File: src/verilog/tx_shaping_pkg.sv
package tx_shaping_pkg;

    // Datapath widths
    localparam int SYM_W    = 4;
    localparam int COEF_W   = 8;
    localparam int PROD_W   = SYM_W + COEF_W;
    localparam int ACC_W    = 16;
    localparam int DAC_W    = 10;
    localparam int RATE_W   = 4;

    // Filter size and coefficient addressing
    localparam int NUM_TAPS = 16;
    localparam int ADDR_W   = 4;

    // DAC word is accumulator bits 15 down to 6
    localparam int OUT_SHIFT = 6;

    // Pipeline depths
    localparam int FIR_LAT     = 3;
    localparam int FILL_CYCLES = NUM_TAPS - 1 + FIR_LAT;
    localparam int FILL_W      = $clog2(FILL_CYCLES + 1);

    typedef logic signed [SYM_W-1:0]  sym_t;
    typedef logic signed [COEF_W-1:0] coef_t;
    typedef logic signed [PROD_W-1:0] prod_t;
    typedef logic signed [ACC_W-1:0]  acc_t;

    // One signed coefficient per tap where index 0 multiplies the newest sample
    typedef coef_t [NUM_TAPS-1:0] coeff_vec_t;

endpackage

File: src/verilog/reset_sync.sv
module reset_sync (
    input  logic clk,
    input  logic rst_n_i,
    output logic rst_n_sync_o
);

    logic meta_q;
    logic sync_q;

    // Assert at once, release after two clock edges
    always_ff @(posedge clk or negedge rst_n_i) begin
        if (!rst_n_i) begin
            meta_q <= 1'b0;
            sync_q <= 1'b0;
        end else begin
            meta_q <= 1'b1;
            sync_q <= meta_q;
        end
    end

    assign rst_n_sync_o = sync_q;

endmodule

File: src/verilog/upsampler.sv
module upsampler (
    input  logic                              clk,
    input  logic                              rst_n_sync_wire,
    input  logic [tx_shaping_pkg::RATE_W-1:0] sample_rate_i,
    input  logic                              new_symbol_i,
    input  tx_shaping_pkg::sym_t              sym_i_i,
    input  tx_shaping_pkg::sym_t              sym_q_i,
    output tx_shaping_pkg::sym_t              samp_i_o,
    output tx_shaping_pkg::sym_t              samp_q_o,
    output logic                              sym_emit_o
);
    import tx_shaping_pkg::*;

    logic [RATE_W-1:0] phase_q;
    logic [RATE_W-1:0] rate_q;
    logic [RATE_W-1:0] rate_eff;
    logic              phase_wrap;
    logic              pending_q;
    sym_t              hold_i_q;
    sym_t              hold_q_q;

    // A rate of zero behaves as one
    assign rate_eff   = (sample_rate_i == '0) ? RATE_W'(1) : sample_rate_i;
    assign phase_wrap = (phase_q == rate_q - 1'b1);

    // Free phase counter that takes a new rate only on wrap
    always_ff @(posedge clk or negedge rst_n_sync_wire) begin
        if (!rst_n_sync_wire) begin
            phase_q <= '0;
            rate_q  <= RATE_W'(1);
        end else if (phase_wrap) begin
            phase_q <= '0;
            rate_q  <= rate_eff;
        end else begin
            phase_q <= phase_q + 1'b1;
        end
    end

    always_ff @(posedge clk) begin
        if (new_symbol_i) begin
            hold_i_q <= sym_i_i;
            hold_q_q <= sym_q_i;
        end
    end

    // A new arrival wins over the clear at phase 0
    always_ff @(posedge clk or negedge rst_n_sync_wire) begin
        if (!rst_n_sync_wire) begin
            pending_q <= 1'b0;
        end else if (new_symbol_i) begin
            pending_q <= 1'b1;
        end else if (phase_q == '0) begin
            pending_q <= 1'b0;
        end
    end

    // Zeros on stuffed phases and on underrun
    always_ff @(posedge clk or negedge rst_n_sync_wire) begin
        if (!rst_n_sync_wire) begin
            samp_i_o   <= '0;
            samp_q_o   <= '0;
            sym_emit_o <= 1'b0;
        end else if (phase_q == '0 && pending_q) begin
            samp_i_o   <= hold_i_q;
            samp_q_o   <= hold_q_q;
            sym_emit_o <= 1'b1;
        end else begin
            samp_i_o   <= '0;
            samp_q_o   <= '0;
            sym_emit_o <= 1'b0;
        end
    end

    // Phase stays below the rate in use
    assert property (@(posedge clk) disable iff (!rst_n_sync_wire)
        phase_q < rate_q);

endmodule

File: src/verilog/coeff_bank.sv
module coeff_bank (
    input  logic                              clk,
    input  logic                              rst_n_sync_wire,
    input  logic                              coeff_write_i,
    input  logic [tx_shaping_pkg::ADDR_W-1:0] coeff_addr_i,
    input  tx_shaping_pkg::coef_t             coeff_data_i,
    output tx_shaping_pkg::coeff_vec_t        coeffs_o,
    output tx_shaping_pkg::coef_t             coeff_rdata_o
);
    import tx_shaping_pkg::*;

    coeff_vec_t coeffs_q;

    // Host writes land in the shared bank
    always_ff @(posedge clk or negedge rst_n_sync_wire) begin
        if (!rst_n_sync_wire) begin
            coeffs_q <= '0;
        end else if (coeff_write_i) begin
            coeffs_q[coeff_addr_i] <= coeff_data_i;
        end
    end

    // Registered read-back of the addressed entry
    always_ff @(posedge clk or negedge rst_n_sync_wire) begin
        if (!rst_n_sync_wire) begin
            coeff_rdata_o <= '0;
        end else begin
            coeff_rdata_o <= coeffs_q[coeff_addr_i];
        end
    end

    // Both filters see the whole bank
    assign coeffs_o = coeffs_q;

    assert property (@(posedge clk) disable iff (!rst_n_sync_wire)
        coeff_write_i |-> !$isunknown(coeff_addr_i));

endmodule

File: src/verilog/fir_filter.sv
module fir_filter (
    input  logic                       clk,
    input  logic                       rst_n_sync_wire,
    input  tx_shaping_pkg::sym_t       sample_i,
    input  tx_shaping_pkg::coeff_vec_t coeffs_i,
    output tx_shaping_pkg::acc_t       fir_o
);
    import tx_shaping_pkg::*;

    localparam int NUM_GRP = 4;
    localparam int GRP_SZ  = NUM_TAPS / NUM_GRP;

    sym_t  dly_q  [1:NUM_TAPS-1];
    sym_t  tap    [NUM_TAPS];
    prod_t prod_q [NUM_TAPS];
    acc_t  psum_q [NUM_GRP];
    acc_t  grp_sum[NUM_GRP];
    acc_t  total;

    // Tap 0 is the incoming sample, older samples sit in the delay line
    always_comb begin
        tap[0] = sample_i;
        for (int k = 1; k < NUM_TAPS; k++) begin
            tap[k] = dly_q[k];
        end
    end

    // Group and final adder trees
    always_comb begin
        total = '0;
        for (int g = 0; g < NUM_GRP; g++) begin
            grp_sum[g] = '0;
            for (int j = 0; j < GRP_SZ; j++) begin
                grp_sum[g] = grp_sum[g] + acc_t'(prod_q[g*GRP_SZ+j]);
            end
            total = total + psum_q[g];
        end
    end

    // Stage 1 delay line and products, stage 2 partial sums, stage 3 total
    always_ff @(posedge clk or negedge rst_n_sync_wire) begin
        if (!rst_n_sync_wire) begin
            for (int k = 1; k < NUM_TAPS; k++) begin
                dly_q[k] <= '0;
            end
            for (int k = 0; k < NUM_TAPS; k++) begin
                prod_q[k] <= '0;
            end
            for (int g = 0; g < NUM_GRP; g++) begin
                psum_q[g] <= '0;
            end
            fir_o <= '0;
        end else begin
            dly_q[1] <= sample_i;
            for (int k = 2; k < NUM_TAPS; k++) begin
                dly_q[k] <= dly_q[k-1];
            end
            for (int k = 0; k < NUM_TAPS; k++) begin
                prod_q[k] <= tap[k] * coeffs_i[k];
            end
            for (int g = 0; g < NUM_GRP; g++) begin
                psum_q[g] <= grp_sum[g];
            end
            fir_o <= total;
        end
    end

endmodule

File: src/verilog/dac_output_stage.sv
module dac_output_stage (
    input  logic                             clk,
    input  logic                             rst_n_sync_wire,
    input  logic                             sym_emit_i,
    input  tx_shaping_pkg::acc_t             fir_i_i,
    input  tx_shaping_pkg::acc_t             fir_q_i,
    output logic [tx_shaping_pkg::DAC_W-1:0] dac_i_o,
    output logic [tx_shaping_pkg::DAC_W-1:0] dac_q_o,
    output logic                             data_out_valid_o
);
    import tx_shaping_pkg::*;

    logic [FILL_W-1:0] fill_cnt_q;
    logic              fill_run;
    acc_t              shr_i;
    acc_t              shr_q;

    // Count from the first emission until the pipeline is full
    assign fill_run = (fill_cnt_q != '0 || sym_emit_i) && (fill_cnt_q != FILL_W'(FILL_CYCLES));

    always_ff @(posedge clk or negedge rst_n_sync_wire) begin
        if (!rst_n_sync_wire) begin
            fill_cnt_q       <= '0;
            data_out_valid_o <= 1'b0;
        end else begin
            if (fill_run) begin
                fill_cnt_q <= fill_cnt_q + 1'b1;
            end
            // Sticky once the count reaches the fill depth
            if (fill_cnt_q == FILL_W'(FILL_CYCLES - 1)) begin
                data_out_valid_o <= 1'b1;
            end
        end
    end

    // Arithmetic shift truncates toward negative infinity
    assign shr_i = fir_i_i >>> OUT_SHIFT;
    assign shr_q = fir_q_i >>> OUT_SHIFT;

    assign dac_i_o = data_out_valid_o ? shr_i[DAC_W-1:0] : '0;
    assign dac_q_o = data_out_valid_o ? shr_q[DAC_W-1:0] : '0;

    // Valid tracks the saturated fill count
    assert property (@(posedge clk) disable iff (!rst_n_sync_wire)
        data_out_valid_o == (fill_cnt_q == FILL_W'(FILL_CYCLES)));

endmodule

File: src/verilog/pulse_shaping_tx.sv
module pulse_shaping_tx (
    input  logic                                     clk,
    input  logic                                     rst_n_i,
    input  logic        [tx_shaping_pkg::RATE_W-1:0] sample_rate_i,
    input  logic signed [tx_shaping_pkg::SYM_W-1:0]  sym_i_i,
    input  logic signed [tx_shaping_pkg::SYM_W-1:0]  sym_q_i,
    input  logic                                     new_symbol_i,
    input  logic                                     coeff_write_i,
    input  logic        [tx_shaping_pkg::ADDR_W-1:0] coeff_addr_i,
    input  logic signed [tx_shaping_pkg::COEF_W-1:0] coeff_data_i,
    output logic        [tx_shaping_pkg::DAC_W-1:0]  dac_i_o,
    output logic        [tx_shaping_pkg::DAC_W-1:0]  dac_q_o,
    output logic                                     data_out_valid_o,
    output logic signed [tx_shaping_pkg::COEF_W-1:0] coeff_rdata_o
);
    import tx_shaping_pkg::*;

    logic       rst_n_sync_wire;
    sym_t       samp_i;
    sym_t       samp_q;
    logic       sym_emit;
    coeff_vec_t coeffs;
    acc_t       fir_i;
    acc_t       fir_q;

    reset_sync u_reset_sync (
        .clk          (clk),
        .rst_n_i      (rst_n_i),
        .rst_n_sync_o (rst_n_sync_wire)
    );

    upsampler u_upsampler (
        .clk             (clk),
        .rst_n_sync_wire (rst_n_sync_wire),
        .sample_rate_i   (sample_rate_i),
        .new_symbol_i    (new_symbol_i),
        .sym_i_i         (sym_i_i),
        .sym_q_i         (sym_q_i),
        .samp_i_o        (samp_i),
        .samp_q_o        (samp_q),
        .sym_emit_o      (sym_emit)
    );

    // One coefficient bank shared by both channels
    coeff_bank u_coeff_bank (
        .clk             (clk),
        .rst_n_sync_wire (rst_n_sync_wire),
        .coeff_write_i   (coeff_write_i),
        .coeff_addr_i    (coeff_addr_i),
        .coeff_data_i    (coeff_data_i),
        .coeffs_o        (coeffs),
        .coeff_rdata_o   (coeff_rdata_o)
    );

    fir_filter i_fir (
        .clk             (clk),
        .rst_n_sync_wire (rst_n_sync_wire),
        .sample_i        (samp_i),
        .coeffs_i        (coeffs),
        .fir_o           (fir_i)
    );

    fir_filter q_fir (
        .clk             (clk),
        .rst_n_sync_wire (rst_n_sync_wire),
        .sample_i        (samp_q),
        .coeffs_i        (coeffs),
        .fir_o           (fir_q)
    );

    dac_output_stage u_dac_output_stage (
        .clk              (clk),
        .rst_n_sync_wire  (rst_n_sync_wire),
        .sym_emit_i       (sym_emit),
        .fir_i_i          (fir_i),
        .fir_q_i          (fir_q),
        .dac_i_o          (dac_i_o),
        .dac_q_o          (dac_q_o),
        .data_out_valid_o (data_out_valid_o)
    );

endmodule

File: config.mk
export PLATFORM = sky130hd
export DESIGN_NAME = pulse_shaping_tx
export DESIGN_NICKNAME = d
export VERILOG_FILES = /design/src/verilog/tx_shaping_pkg.sv /design/src/verilog/reset_sync.sv /design/src/verilog/upsampler.sv /design/src/verilog/coeff_bank.sv /design/src/verilog/fir_filter.sv /design/src/verilog/dac_output_stage.sv /design/src/verilog/pulse_shaping_tx.sv
export SDC_FILE = /design/constraint.sdc
export NUM_CORES = 2
export LEC_CHECK = 0
export BUFFER_PORTS_ARGS = -buffer_cell sky130_fd_sc_hd__clkbuf_2
export CAP_MARGIN = 20
export CORE_MARGIN = 4
export CORE_UTILIZATION = 30
export CTS_CLUSTER_SIZE = 25
export DETAILED_ROUTE_END_ITERATION = 12
export PLACE_DENSITY_LB_ADDON = 0.25
export SYNTH_ARGS = -nofsm -noshare
export SYNTH_HDL_FRONTEND = slang
export SYNTH_HIERARCHICAL = 1
export SYNTH_SLANG_ARGS = --single-unit
File: constraint.sdc
create_clock -name clk -period 31.2 [get_ports clk]
set_input_delay 7.8 -clock clk [delete_from_list [all_inputs] [get_ports clk]]
set_output_delay 7.8 -clock clk [all_outputs]
set_load 0.01 [all_outputs]
==> metrics.yaml <==
run_status:
  outcome: "finished clean"
global_routing:
  grt_pass1_vias: 47479
  grt_pass1_wl_um: 292800
  grt_start_max_net_pins: 76
  antenna_found_initial: 31
  grt-ovfl-total: 0
  track_usage_pct: 16.22
setup_path:
  cp.arrival_ns: 1.76
  crit_required_ns: 23.40
  endpoint_kind: "output port"
  worstSetupPathType: "register to output port"
  critPathMaxFanout: 12
  cp-startpoint: "u_dac_output_stage/data_out_valid_o"
  rr_startpoint: "u_reset_sync/rst_n_sync_o"
  startpoint_type: "register"
cts:
  cts_buffers: 102
  clock_tree.root_cell: "clkbuf_16"
  clk_pin_slew_ns: 0.06
  ctsHoldBuffers: 0
  clock_sinks: 816
  post-cts-setup-buffers: 0
  cts_tree: "built"
  cts_max_level: 3
  clk_path_buf_depth: 3
  cts_resized: 0
  clk_latency_ns: 0.77
routing:
  drtIter0Drc: 2432
  viasPerCell: 4.640
  top_layer: "met5"
  vias: 43744
  dr.pass1.iters: 7
  drt-met1-wl_um: 84730
  drc: 0
  dr_wl_met2_um: 88080
  routedWlPerCell_um: 19.76
  wl_met3_um: 7741
  wl_um: 186300
  ant_nets: 0
synth:
  synth.avg_cell_area_um2: 11.10
  yosys_warnings: 6
  syn_inst: 6166
  netlist_area_um2: 68430
  synth_nets: 7793
placement:
  dp.cells: 9222
  numPortBuffers: 56
  dp_hpwl_um: 146900
  place.gp.congestion: 0.8596
power_and_ir_drop:
  p_per_area_nw_per_um2: 83.56
  leakagePower_nw: 40.29
  finalPower_mw: 6.373
  ir_worst_vdd_v: 0.00005163
cells_and_area:
  drive_gt1_share_pct: 7.806
  layout_commonest_cell: "ha_1"
  layout_common_cells: "ha_1, dfrtp_1, inv_1"
  final_cells: 9428
  syn2layout_area_growth_pct: 11.44
  fillers: 22640
  nets: 7945
floorplanning:
  coreArea_um2: 227100
  start_util_pct: 30.14
  io_pins: 57
  die-area_um2: 235800
  fp.dieW_um: 485.6
  num_rows: 175
  dieHeight_um: 485.6
sta:
  skew_ns: 0.08208
  finalCritPeriodShare_pct: 30.65
  final_hold_viol_count: 0
  rsz0062_at_grt: "false"
  slew_viol_final: 0
  finalSetupTns_ns: 0
  fmax_ghz: 0.1046
  fin_crit_ns: 9.564
  relSlewSlack_pct: 26.65
  tightest_slew_ns: 1.100
  setup_violations: 0
min_path:
  hold_class: "register to asynchronous set/reset pin"
run:
  max_cap_violations: 0
[state kept, by name, summed over array words and instances (netlist names), 8 cells and up]
signal,cells
i_fir/fir_o,10
q_fir/prod_q,192
i_fir/prod_q,192
q_fir/psum_q,61
q_fir/fir_o,10
i_fir/psum_q,61
u_coeff_bank/coeff_rdata_o,8
q_fir/dly_q,60
i_fir/dly_q,60
u_coeff_bank/coeffs_o,128
[power breakdown]
group,internal (mW),switching (mW),total [mW]
combinational,1.33,1.86,3.19
sequential,1.41,0.495,1.90
clock,0.758,0.526,1.28
total,3.50,2.88,6.37
[through the flow]
stage,setup slack (ns),hold slack (ns),util (%),instance area (um^2)
final,21.64,0.2552,33.59,76260
after global routing,21.44,0.2950,33.57,76230
after CTS,21.08,0.2682,33.56,76200
after detailed placement,21.40,0.2879,31.94,72530
after global placement,21.46,0.2858,31.94,72530
after floorplan,7.012,0.3312,-,68430
[per-layer routing]
metal / global-route usage, % / up-vias
li1: - / 20299
met1: 22.01 / 22507
met2: 26.88 / 685
met3: 2.417 / 245
met4: 4.769 / 8
met5: 0 / -
[worst max-delay path: stages, from the launching register on]
cell      delay (ns)
dfrtp_1         0.58
buf_16          0.21
and2_1          0.14
clkbuf_2        0.13
[area by class of cell]
class	count	area (um^2)	share of cell area (%)
Clock inverter	60	832.0	1.091
Tap cell	3009	3765	4.937
Sequential cell	816	20460	26.84
Antenna cell	14	35.03	0.04594
Clock buffer	131	2833	3.715
Inverter	785	2947	3.864
Timing Repair Buffer	87	533.0	0.6989
Multi-Input combinational cell	4526	44850	58.81
[path summary, 6_finish.rpt]
kind	end	cells past startpoint	slack (ns)
min reg2reg	i_fir/prod_q[23]	0	0.26
max reg2reg	q_fir/prod_q[91]	5	26.35
min in group clk	u_reset_sync/rst_n_sync_o	0	0.36
max in group asynchronous	u_reset_sync/rst_n_sync_o	1	24.20
min	i_fir/prod_q[23]	0	0.26
max	dac_q_o[1]	3	21.64
Note: power is estimated with default switching activity, not from simulation.
